**config.mk**
```make
export PLATFORM = sky130hd
export DESIGN_NAME = exec_units
export DESIGN_NICKNAME = d
export VERILOG_FILES = /design/src/exec_pkg.sv /design/src/exec_units.sv /design/src/cdb_arbiter.sv /design/src/mult_pipe.sv /design/src/alu_unit.sv /design/src/alu.sv
export SDC_FILE = /design/constraint.sdc
export NUM_CORES = 2
export LEC_CHECK = 0
export ABC_CLOCK_PERIOD_IN_PS = 22700
export BUFFER_PORTS_ARGS = -buffer_cell sky130_fd_sc_hd__buf_2
export CORE_MARGIN = 3
export CORE_UTILIZATION = 47
export CTS_CLUSTER_SIZE = 10
export DETAILED_ROUTE_END_ITERATION = 12
export PLACE_DENSITY = 0.64
export SYNTH_ARGS = -nofsm -noshare
export SYNTH_HDL_FRONTEND = slang
export SYNTH_SLANG_ARGS = --single-unit
```
**constraint.sdc**
```tcl
create_clock -name clock -period 22.7 [get_ports clock]
set_input_delay 4.54 -clock clock [delete_from_list [all_inputs] [get_ports clock]]
set_output_delay 4.54 -clock clock [all_outputs]
set_load 0.01 [all_outputs]
```
**src/exec_pkg.sv**
```systemverilog
package exec_pkg;

    // widths
    localparam int XLEN        = 32;
    localparam int PRN_W       = 6;
    localparam int ROBN_W      = 5;

    // multiplier depth with one 16-bit slice of the 64-bit multiplier per stage
    localparam int MULT_STAGES = 4;
    localparam int SLICE_W     = (2 * XLEN) / MULT_STAGES;

    typedef logic [XLEN-1:0]   data_t;
    typedef logic [XLEN-1:0]   addr_t;
    typedef logic [31:0]       inst_t;     // funct3 in [14:12]
    typedef logic [PRN_W-1:0]  prn_t;
    typedef logic [ROBN_W-1:0] robn_t;
    typedef logic [2*XLEN-1:0] prod_t;     // full multiplier width

    // fill values for select codes that are not defined
    localparam data_t DEAD_OPA = 32'hdead_face;
    localparam data_t DEAD_OPB = 32'hface_feed;
    localparam data_t ALU_FILL = 32'hface_beec;

    typedef enum logic [3:0] {
        ALU_ADD, ALU_SUB, ALU_AND, ALU_SLT, ALU_SLTU,
        ALU_OR, ALU_XOR, ALU_SRL, ALU_SLL, ALU_SRA
    } alu_func_t;

    typedef enum logic [1:0] {
        MULT_MUL, MULT_MULH, MULT_MULHSU, MULT_MULHU
    } mult_func_t;

    typedef enum logic [1:0] {
        OPA_IS_RS1, OPA_IS_PC, OPA_IS_ZERO
    } opa_sel_t;

    typedef enum logic [2:0] {
        OPB_IS_RS2, OPB_IS_I_IMM, OPB_IS_S_IMM,
        OPB_IS_B_IMM, OPB_IS_U_IMM, OPB_IS_J_IMM
    } opb_sel_t;

    // sign-extended immediates, one per RV32 format
    function automatic data_t imm_i(input inst_t inst);
        return {{20{inst[31]}}, inst[31:20]};
    endfunction

    function automatic data_t imm_s(input inst_t inst);
        return {{20{inst[31]}}, inst[31:25], inst[11:7]};
    endfunction

    function automatic data_t imm_b(input inst_t inst);
        return {{19{inst[31]}}, inst[31], inst[7], inst[30:25], inst[11:8], 1'b0};
    endfunction

    function automatic data_t imm_u(input inst_t inst);
        return {inst[31:12], 12'b0};
    endfunction

    function automatic data_t imm_j(input inst_t inst);
        return {{11{inst[31]}}, inst[31], inst[19:12], inst[20], inst[30:21], 1'b0};
    endfunction

endpackage
```
**src/exec_units.sv**
```systemverilog
`timescale 1ns/1ps

module exec_units
    import exec_pkg::*;
(
    input  logic       clock,
    input  logic       rst_n,
    input  logic       squash,
    // alu issue
    input  logic       alu_valid,
    input  inst_t      alu_inst,
    input  addr_t      alu_pc,
    input  data_t      alu_op1,
    input  data_t      alu_op2,
    input  alu_func_t  alu_func,
    input  opa_sel_t   alu_opa_select,
    input  opb_sel_t   alu_opb_select,
    input  logic       alu_cond_branch,
    input  logic       alu_uncond_branch,
    input  robn_t      alu_robn,
    input  prn_t       alu_dest_prn,
    output logic       alu_ready,
    // multiplier issue
    input  logic       mult_valid,
    input  mult_func_t mult_func,
    input  data_t      mult_rs1,
    input  data_t      mult_rs2,
    input  robn_t      mult_robn,
    input  prn_t       mult_dest_prn,
    output logic       mult_ready,
    // common data bus
    output logic       cdb_valid,
    output prn_t       cdb_dest_prn,
    output robn_t      cdb_robn,
    output data_t      cdb_value,
    // branch report
    output logic       rob_branch_valid,
    output logic       rob_branch_taken,
    output data_t      rob_target,
    output robn_t      rob_robn
);

    logic  alu_done, mult_done;
    logic  alu_grant, mult_grant;
    data_t alu_result, mult_result;
    robn_t alu_out_robn, mult_out_robn;
    prn_t  alu_out_dest_prn, mult_out_dest_prn;
    logic  alu_take, alu_is_cond;

    alu_unit alu_unit_i (
        .clock, .rst_n, .squash,
        .alu_valid, .alu_inst, .alu_pc, .alu_op1, .alu_op2, .alu_func,
        .alu_opa_select, .alu_opb_select, .alu_cond_branch, .alu_uncond_branch,
        .alu_robn, .alu_dest_prn, .alu_grant,
        .alu_ready, .alu_done, .alu_result, .alu_take, .alu_is_cond,
        .alu_out_robn, .alu_out_dest_prn
    );

    mult_pipe mult_pipe_i (
        .clock, .rst_n, .squash,
        .mult_valid, .mult_func, .mult_rs1, .mult_rs2, .mult_robn, .mult_dest_prn,
        .mult_grant,
        .mult_ready, .mult_done, .mult_result, .mult_out_robn, .mult_out_dest_prn
    );

    cdb_arbiter cdb_arbiter_i (
        .alu_done, .mult_done, .alu_result, .mult_result,
        .alu_out_robn, .mult_out_robn, .alu_out_dest_prn, .mult_out_dest_prn,
        .alu_take, .alu_is_cond,
        .alu_grant, .mult_grant,
        .cdb_valid, .cdb_value, .cdb_robn, .cdb_dest_prn,
        .rob_branch_valid, .rob_branch_taken, .rob_target, .rob_robn
    );

endmodule

```
**src/cdb_arbiter.sv**
```systemverilog
`timescale 1ns/1ps

module cdb_arbiter
    import exec_pkg::*;
(
    input  logic  alu_done,
    input  logic  mult_done,
    input  data_t alu_result,
    input  data_t mult_result,
    input  robn_t alu_out_robn,
    input  robn_t mult_out_robn,
    input  prn_t  alu_out_dest_prn,
    input  prn_t  mult_out_dest_prn,
    input  logic  alu_take,
    input  logic  alu_is_cond,
    output logic  alu_grant,
    output logic  mult_grant,
    output logic  cdb_valid,
    output data_t cdb_value,
    output robn_t cdb_robn,
    output prn_t  cdb_dest_prn,
    output logic  rob_branch_valid,
    output logic  rob_branch_taken,
    output data_t rob_target,
    output robn_t rob_robn
);

    // multiplier first so its pipe never backs up
    assign mult_grant = mult_done;
    assign alu_grant  = alu_done && !mult_done;
    assign cdb_valid  = mult_grant || alu_grant;

    always_comb begin
        if (mult_grant) begin
            cdb_value    = mult_result;
            cdb_robn     = mult_out_robn;
            cdb_dest_prn = mult_out_dest_prn;
        end else begin
            cdb_value    = alu_result;
            cdb_robn     = alu_out_robn;
            cdb_dest_prn = alu_out_dest_prn;
        end
    end

    // report to rob rides along with the alu broadcast
    assign rob_branch_valid = alu_grant && alu_is_cond;
    assign rob_branch_taken = alu_take;
    assign rob_target       = alu_result;   // pc + offset for branches
    assign rob_robn         = alu_out_robn;

endmodule

```
**src/mult_pipe.sv**
```systemverilog
`timescale 1ns/1ps

module mult_pipe
    import exec_pkg::*;
(
    input  logic       clock,
    input  logic       rst_n,
    input  logic       squash,
    input  logic       mult_valid,
    input  mult_func_t mult_func,
    input  data_t      mult_rs1,
    input  data_t      mult_rs2,
    input  robn_t      mult_robn,
    input  prn_t       mult_dest_prn,
    input  logic       mult_grant,
    output logic       mult_ready,
    output logic       mult_done,
    output data_t      mult_result,
    output robn_t      mult_out_robn,
    output prn_t       mult_out_dest_prn
);

    logic       valid_q  [MULT_STAGES];
    mult_func_t func_q   [MULT_STAGES];
    robn_t      robn_q   [MULT_STAGES];
    prn_t       prn_q    [MULT_STAGES];
    prod_t      mcand_q  [MULT_STAGES-1];   // last stage needs no operands
    prod_t      mplier_q [MULT_STAGES-1];
    prod_t      sum_q    [MULT_STAGES];
    prod_t      sum_nxt  [MULT_STAGES];

    prod_t mcand_in;
    prod_t mplier_in;
    logic  sign_a;
    logic  sign_b;
    logic  stall;

    // partial product of slice k shifted into place
    function automatic prod_t partial(input prod_t mcand, input prod_t mplier, input int k);
        prod_t slice;
        slice = prod_t'(mplier[k*SLICE_W +: SLICE_W]);
        return (mcand * slice) << (k * SLICE_W);
    endfunction

    assign sign_a    = (mult_func != MULT_MULHU);
    assign sign_b    = (mult_func == MULT_MUL) || (mult_func == MULT_MULH);
    assign mcand_in  = {{XLEN{sign_a & mult_rs1[XLEN-1]}}, mult_rs1};
    assign mplier_in = {{XLEN{sign_b & mult_rs2[XLEN-1]}}, mult_rs2};

    always_comb begin
        sum_nxt[0] = partial(mcand_in, mplier_in, 0);
        for (int k = 1; k < MULT_STAGES; k++) begin
            sum_nxt[k] = sum_q[k-1] + partial(mcand_q[k-1], mplier_q[k-1], k);
        end
    end

    // whole pipe freezes while the tail waits for the bus
    assign stall      = valid_q[MULT_STAGES-1] && !mult_grant;
    assign mult_ready = !stall;

    always_ff @(posedge clock or negedge rst_n) begin
        if (!rst_n) begin
            for (int k = 0; k < MULT_STAGES; k++) begin
                valid_q[k] <= 1'b0;
            end
        end else if (squash) begin
            for (int k = 0; k < MULT_STAGES; k++) begin
                valid_q[k] <= 1'b0;
            end
        end else if (!stall) begin
            valid_q[0] <= mult_valid;
            for (int k = 1; k < MULT_STAGES; k++) begin
                valid_q[k] <= valid_q[k-1];
            end
        end
    end

    always_ff @(posedge clock) begin
        if (!stall) begin
            func_q[0]   <= mult_func;
            robn_q[0]   <= mult_robn;
            prn_q[0]    <= mult_dest_prn;
            mcand_q[0]  <= mcand_in;
            mplier_q[0] <= mplier_in;
            sum_q[0]    <= sum_nxt[0];
            for (int k = 1; k < MULT_STAGES; k++) begin
                func_q[k] <= func_q[k-1];
                robn_q[k] <= robn_q[k-1];
                prn_q[k]  <= prn_q[k-1];
                sum_q[k]  <= sum_nxt[k];
            end
            for (int k = 1; k < MULT_STAGES - 1; k++) begin
                mcand_q[k]  <= mcand_q[k-1];
                mplier_q[k] <= mplier_q[k-1];
            end
        end
    end

    assign mult_done         = valid_q[MULT_STAGES-1];
    assign mult_out_robn     = robn_q[MULT_STAGES-1];
    assign mult_out_dest_prn = prn_q[MULT_STAGES-1];
    assign mult_result       = (func_q[MULT_STAGES-1] == MULT_MUL) ?
                               sum_q[MULT_STAGES-1][XLEN-1:0] :
                               sum_q[MULT_STAGES-1][2*XLEN-1:XLEN];   // high word

endmodule

```
**src/alu_unit.sv**
```systemverilog
`timescale 1ns/1ps

module alu_unit
    import exec_pkg::*;
(
    input  logic      clock,
    input  logic      rst_n,
    input  logic      squash,
    input  logic      alu_valid,
    input  inst_t     alu_inst,
    input  addr_t     alu_pc,
    input  data_t     alu_op1,
    input  data_t     alu_op2,
    input  alu_func_t alu_func,
    input  opa_sel_t  alu_opa_select,
    input  opb_sel_t  alu_opb_select,
    input  logic      alu_cond_branch,
    input  logic      alu_uncond_branch,
    input  robn_t     alu_robn,
    input  prn_t      alu_dest_prn,
    input  logic      alu_grant,
    output logic      alu_ready,
    output logic      alu_done,
    output data_t     alu_result,
    output logic      alu_take,
    output logic      alu_is_cond,
    output robn_t     alu_out_robn,
    output prn_t      alu_out_dest_prn
);

    data_t opa_mux;
    data_t opb_mux;
    data_t result_comb;
    logic  cond_true;
    logic  take_comb;
    logic  accept;

    always_comb begin
        case (alu_opa_select)
            OPA_IS_RS1:  opa_mux = alu_op1;
            OPA_IS_PC:   opa_mux = alu_pc;
            OPA_IS_ZERO: opa_mux = '0;
            default:     opa_mux = DEAD_OPA;
        endcase
    end

    always_comb begin
        case (alu_opb_select)
            OPB_IS_RS2:   opb_mux = alu_op2;
            OPB_IS_I_IMM: opb_mux = imm_i(alu_inst);
            OPB_IS_S_IMM: opb_mux = imm_s(alu_inst);
            OPB_IS_B_IMM: opb_mux = imm_b(alu_inst);
            OPB_IS_U_IMM: opb_mux = imm_u(alu_inst);
            OPB_IS_J_IMM: opb_mux = imm_j(alu_inst);
            default:      opb_mux = DEAD_OPB;
        endcase
    end

    alu alu_i (
        .opa    (opa_mux),
        .opb    (opb_mux),
        .func   (alu_func),
        .result (result_comb)
    );

    // branch condition always compares rs1 against rs2
    always_comb begin
        case (alu_inst[14:12])
            3'b000:  cond_true = alu_op1 == alu_op2;                    // beq
            3'b001:  cond_true = alu_op1 != alu_op2;                    // bne
            3'b100:  cond_true = $signed(alu_op1) <  $signed(alu_op2);  // blt
            3'b101:  cond_true = $signed(alu_op1) >= $signed(alu_op2);  // bge
            3'b110:  cond_true = alu_op1 <  alu_op2;                    // bltu
            3'b111:  cond_true = alu_op1 >= alu_op2;                    // bgeu
            default: cond_true = 1'b0;
        endcase
    end

    assign take_comb = alu_uncond_branch || (alu_cond_branch && cond_true);

    // free when empty, or when the held result leaves on this edge
    assign alu_ready = !alu_done || alu_grant;
    assign accept    = alu_valid && alu_ready;

    always_ff @(posedge clock or negedge rst_n) begin
        if (!rst_n) begin
            alu_done <= 1'b0;
        end else if (squash) begin
            alu_done <= 1'b0;
        end else if (accept) begin
            alu_done <= 1'b1;
        end else if (alu_grant) begin
            alu_done <= 1'b0;
        end
    end

    always_ff @(posedge clock) begin
        if (accept) begin
            alu_result       <= result_comb;
            alu_take         <= take_comb;
            alu_is_cond      <= alu_cond_branch;
            alu_out_robn     <= alu_robn;
            alu_out_dest_prn <= alu_dest_prn;
        end
    end

endmodule

```
**src/alu.sv**
```systemverilog
`timescale 1ns/1ps

module alu
    import exec_pkg::*;
(
    input  data_t     opa,
    input  data_t     opb,
    input  alu_func_t func,
    output data_t     result
);

    logic signed [XLEN-1:0] opa_s;
    logic signed [XLEN-1:0] opb_s;
    logic        [4:0]      shamt;

    assign opa_s = opa;
    assign opb_s = opb;
    assign shamt = opb[4:0];    // rv32 shifts use 5 bits only

    always_comb begin
        case (func)
            ALU_ADD:  result = opa + opb;
            ALU_SUB:  result = opa - opb;
            ALU_AND:  result = opa & opb;
            ALU_OR:   result = opa | opb;
            ALU_XOR:  result = opa ^ opb;
            ALU_SLT: begin
                result = {{(XLEN-1){1'b0}}, (opa_s < opb_s)};
            end
            ALU_SLTU: begin
                result = {{(XLEN-1){1'b0}}, (opa < opb)};
            end
            ALU_SRL:  result = opa >> shamt;
            ALU_SLL:  result = opa << shamt;
            ALU_SRA:  result = opa_s >>> shamt;  // keeps sign bit
            default:  result = ALU_FILL;
        endcase
    end

endmodule

```
==> impl_metrics.xml <==
<?xml version="1.0" encoding="UTF-8"?>
<metrics>
  <group name="timing">
    <metric name="tightestPinTransition" unit="ns">1.233</metric>
    <metric name="setup-violations-final" unit="">0</metric>
    <metric name="layout_min_cycle_time" unit="ns">10.98</metric>
    <metric name="fin_setup_tns" unit="ns">0</metric>
    <metric name="clock-skew-final" unit="ns">0.04078</metric>
    <metric name="final.hold.worst_slack" unit="ns">0.3128</metric>
    <metric name="grt_setup_unrepaired" unit="">no</metric>
    <metric name="timing.final.max_slew_violations" unit="">0</metric>
    <metric name="max_freq" unit="GHz">0.09106</metric>
    <metric name="period_share" unit="%">48.38</metric>
    <metric name="slew-limit-headroom" unit="%">17.14</metric>
    <metric name="finalHoldViolCount" unit="">0</metric>
  </group>
  <group name="clock_tree">
    <metric name="clock_tree.htree_level_count" unit="">2</metric>
    <metric name="clkLatencyLatePin" unit="ns">0.65</metric>
    <metric name="cts_hold_buf" unit="">0</metric>
    <metric name="number_of_setup_buffers_added_after_cts" unit="">0</metric>
    <metric name="clk_pin_slew" unit="ns">0.06</metric>
    <metric name="tritoncts" unit="">yes</metric>
    <metric name="cts_resized" unit="">0</metric>
    <metric name="clock_path_buffers" unit="">3</metric>
    <metric name="root_buffer" unit="">sky130_fd_sc_hd__clkbuf_16</metric>
    <metric name="cts_bufs_inserted" unit="">54</metric>
    <metric name="cts_sinks" unit="">444</metric>
  </group>
  <group name="synthesis">
    <metric name="postSynthRegisterBits" unit="">444</metric>
    <metric name="ys_async_sr_fraction" unit="%">1.126</metric>
    <metric name="synth_ff_type" unit="">sky130_fd_sc_hd__dfxtp_1</metric>
    <metric name="synth-edff-count" unit="">45</metric>
    <metric name="yosys_warnings" unit="">0</metric>
    <metric name="synth.distinct_cells" unit="">97</metric>
    <metric name="syn-num-nets" unit="">9928</metric>
    <metric name="netlist_instances" unit="">7903</metric>
    <metric name="synthesis.area" unit="sq um">70540</metric>
    <metric name="syn_avg_cell_area" unit="sq um">8.926</metric>
    <metric name="ys_seq_area_share" unit="%">13.27</metric>
  </group>
  <group name="die">
    <metric name="num_rows" unit="">141</metric>
    <metric name="floorplan.io_pins" unit="">317</metric>
    <metric name="die-width" unit="microns">393.4</metric>
    <metric name="dieArea" unit="sq um">154800</metric>
    <metric name="floorplan.die.height" unit="microns">393.4</metric>
    <metric name="start_util" unit="%">47.55</metric>
    <metric name="core" unit="sq um">148400</metric>
  </group>
  <group name="drt">
    <metric name="drcViolationCount" unit="">0</metric>
    <metric name="drt_iter0_drc" unit="">4493</metric>
    <metric name="wl" unit="mm">216.7</metric>
    <metric name="vias_per_cell" unit="">5.548</metric>
    <metric name="route.vias.total" unit="">55740</metric>
    <metric name="postRouteAntennaNets" unit="">0</metric>
    <metric name="routed_wire_length_per_instance" unit="microns">21.57</metric>
    <metric name="first_pass_iters" unit="">7</metric>
  </group>
  <group name="global_route">
    <metric name="grt_pass1_vias" unit="">58130</metric>
    <metric name="track_usage" unit="%">28.01</metric>
    <metric name="grt-ovfl-total" unit="">0</metric>
    <metric name="grt_start_max_net_pins" unit="">63</metric>
    <metric name="grt_first_pass_wirelength" unit="mm">338.7</metric>
    <metric name="grt_antenna_before_repair" unit="">11</metric>
  </group>
  <group name="worst_setup_path">
    <metric name="start_kind" unit="">primary input</metric>
    <metric name="crit_path_cell_trace" unit="">buf_2, nand2_1, fa_1, inv_1, fa_1, inv_1, fa_1, fa_1, inv_1, fa_1, fa_1, ha_1, o21ai_0, o21ai_0, o21ai_0, o21ai_0, buf_4, o211a_1, a31oi_1, o31a_1, o31ai_1, a21oi_1, xnor2_1</metric>
    <metric name="timing.setup.critical_path_class" unit="">primary input to flip-flop</metric>
    <metric name="worst_path_largest_cell_delay" unit="ns">0.65</metric>
    <metric name="cp.arrival" unit="ns">11.53</metric>
    <metric name="timing.critical_path.to_type" unit="">flip-flop</metric>
    <metric name="critical_path_required" unit="ns">23.25</metric>
    <metric name="crit_path_top_delay_cell" unit="">sky130_fd_sc_hd__buf_2</metric>
    <metric name="critical-path-top-cell-by-count" unit="">sky130_fd_sc_hd__fa_1</metric>
    <metric name="timing.critical_path.fanout_max" unit="">33</metric>
  </group>
  <group name="worst_hold_path">
    <metric name="hold_path.class" unit="">flip-flop to flip-flop</metric>
  </group>
  <group name="status">
    <metric name="result_of_the_run" unit="">complete, no violations</metric>
  </group>
  <group name="placement">
    <metric name="routabilityCongestion" unit="">0.9891</metric>
    <metric name="hpwlAfterDp" unit="mm">175.2</metric>
    <metric name="port_buffers" unit="">308</metric>
    <metric name="place_area" unit="sq um">73870</metric>
  </group>
  <group name="final_layout">
    <metric name="final_core_utilization" unit="%">50.93</metric>
    <metric name="fraction_of_layout_instances_using_a_drive_strength_above_1" unit="%">6.879</metric>
    <metric name="layout_overhead_on_the_synthesized_area" unit="%">7.118</metric>
    <metric name="finish.net_count" unit="">10030</metric>
    <metric name="layout.cell_area.non_filler" unit="sq um">75560</metric>
  </group>
  <group name="job">
    <metric name="timing.max_cap.violations" unit="">0</metric>
  </group>
</metrics>
==> layer usage <==
metal,track usage (%),up-vias,share of wire (%)
met2,46.06,2179,47
met5,0,-,0.030
li1,-,25040,-
met4,10.31,10,4.2
met1,37.33,28040,42
met3,4.438,461,7.3
==> Yosys cell counts, drive strengths merged, types with 32 or more instances <==
library cell | n | area [sq um]
mux2i | 90 | 900.9
nand3 | 106 | 530.5
a21oi | 381 | 1922
and2 | 442 | 2765
edfxtp | 45 | 1351
o21a | 54 | 405.4
a211oi | 49 | 367.9
nand2b | 45 | 281.5
o21ai | 236 | 1181
clkbuf | 270 | 1013
nor2b | 53 | 334.1
fa | 1270 | 25420
o211ai | 47 | 352.8
xor2 | 67 | 586.8
nor3 | 71 | 355.3
dfxtp | 394 | 7888
nor2 | 322 | 1216
xnor2 | 196 | 1717
o21bai | 50 | 375.4
buf | 53 | 256.5
a31oi | 32 | 200.2
ha | 523 | 6544
nand2 | 905 | 3397
inv | 1566 | 5881
and3 | 32 | 200.2
a21o | 121 | 908.4
==> layout make-up <==
class | instances | area (sq um)
Fill cell | 13980 | 72800
Timing Repair Buffer | 372 | 2022
Sequential cell | 444 | 9375
Antenna cell | 5 | 12.51
Clock inverter | 11 | 211.5
Inverter | 1566 | 5881
Tap cell | 2002 | 2505
Clock buffer | 76 | 1474
Multi-Input combinational cell | 5570 | 54080
==> critical path: cells and delay by family <==
kind                       cells  cell delay (ns)
AOI/OAI and AO/OA              9             2.20
xor gates and xnor gates       1             0.13
adders and majority gates      7             3.44
buffers and inverters          5             1.01
and+or+nand+nor                1             0.21
==> worst paths after layout <==
kind | depth (start not counted) | from | end | slack, ns
max in group asynchronous | 1 | rst_n | mult_pipe_i.mult_done$_DFF_PN0_ | 18.87
worst min-delay path | 0 | mult_pipe_i.mcand_q[0][76]$_DFF_P_ | mult_pipe_i.mcand_q[0][140]$_DFF_P_ | 0.31
min in group asynchronous | 1 | rst_n | alu_unit_i.alu_done$_DFFE_PN0P_ | 3.69
worst max-delay path | 23 | mult_rs2[2] | mult_pipe_i.sum_q[0][47]$_DFF_P_ | 11.72
worst min register to register | 0 | mult_pipe_i.mcand_q[0][76]$_DFF_P_ | mult_pipe_i.mcand_q[0][140]$_DFF_P_ | 0.31
worst max register to register | 29 | mult_pipe_i.mcand_q[0][13]$_DFF_P_ | mult_pipe_i.sum_q[1][63]$_DFF_P_ | 12.96
==> logic make-up (layout without fill, tap and decap cells) <==
| logic type | count (synthesis) | count (layout) | synth area share [%] |
|---|---|---|---|
| fa+ha+maj | 1793 | 1793 | 45.32 |
| mux | 124 | 124 | 1.889 |
| flops | 444 | 444 | 13.27 |
| xor+xnor | 264 | 264 | 3.297 |
| compound gates | 1286 | 1286 | 11.97 |
| simple gates | 2102 | 2102 | 14.11 |
| other cells | 1 | 6 | 0.005316 |
| buf+inv | 1889 | 2025 | 10.14 |
==> per-stage QoR <==
stage	setup WS, ns	cells
4_1_cts	11.78	10040
6_report	11.72	10050
2_1_floorplan	12.24	7903
3_3_place_gp	11.21	9954
3_5_place_dp	11.10	9954
5_1_grt	11.36	10040
==> sequential cells by signal, summed over array words and instances, names as in the netlist, 6 cells and up <==
name                         cells
mult_pipe_i.prn_q               24
alu_unit_i.alu_out_dest_prn      6
mult_pipe_i.func_q               8
mult_pipe_i.mplier_q            19
mult_pipe_i.robn_q              20
mult_pipe_i.sum_q              242
alu_unit_i.alu_result           32
mult_pipe_i.mcand_q             81
==> layout by cell type, fill, tap and decap left out, drive strengths merged, types with 11 or more instances in the layout <==
master,count
inv,1565
fa,1270
nand2,905
ha,523
and2,442
dfxtp,394
a21oi,381
buf,372
nor2,322
o21ai,236
xnor2,196
a21o,121
nand3,106
mux2i,90
clkbuf,76
nor3,71
xor2,67
o21a,54
nor2b,53
o21bai,50
a211oi,49
o211ai,47
nand2b,45
edfxtp,45
and3,32
a31oi,32
nand4,31
or2,30
mux2,30
o22ai,29
a221oi,29
a21boi,28
a22oi,23
o221ai,18
o2111ai,18
a22o,17
a211o,16
o31ai,16
o22a,11
nand3b,11
Power is not shown: default switching activity piles up to over one toggle a cycle in this logic, so the estimate is an artifact.
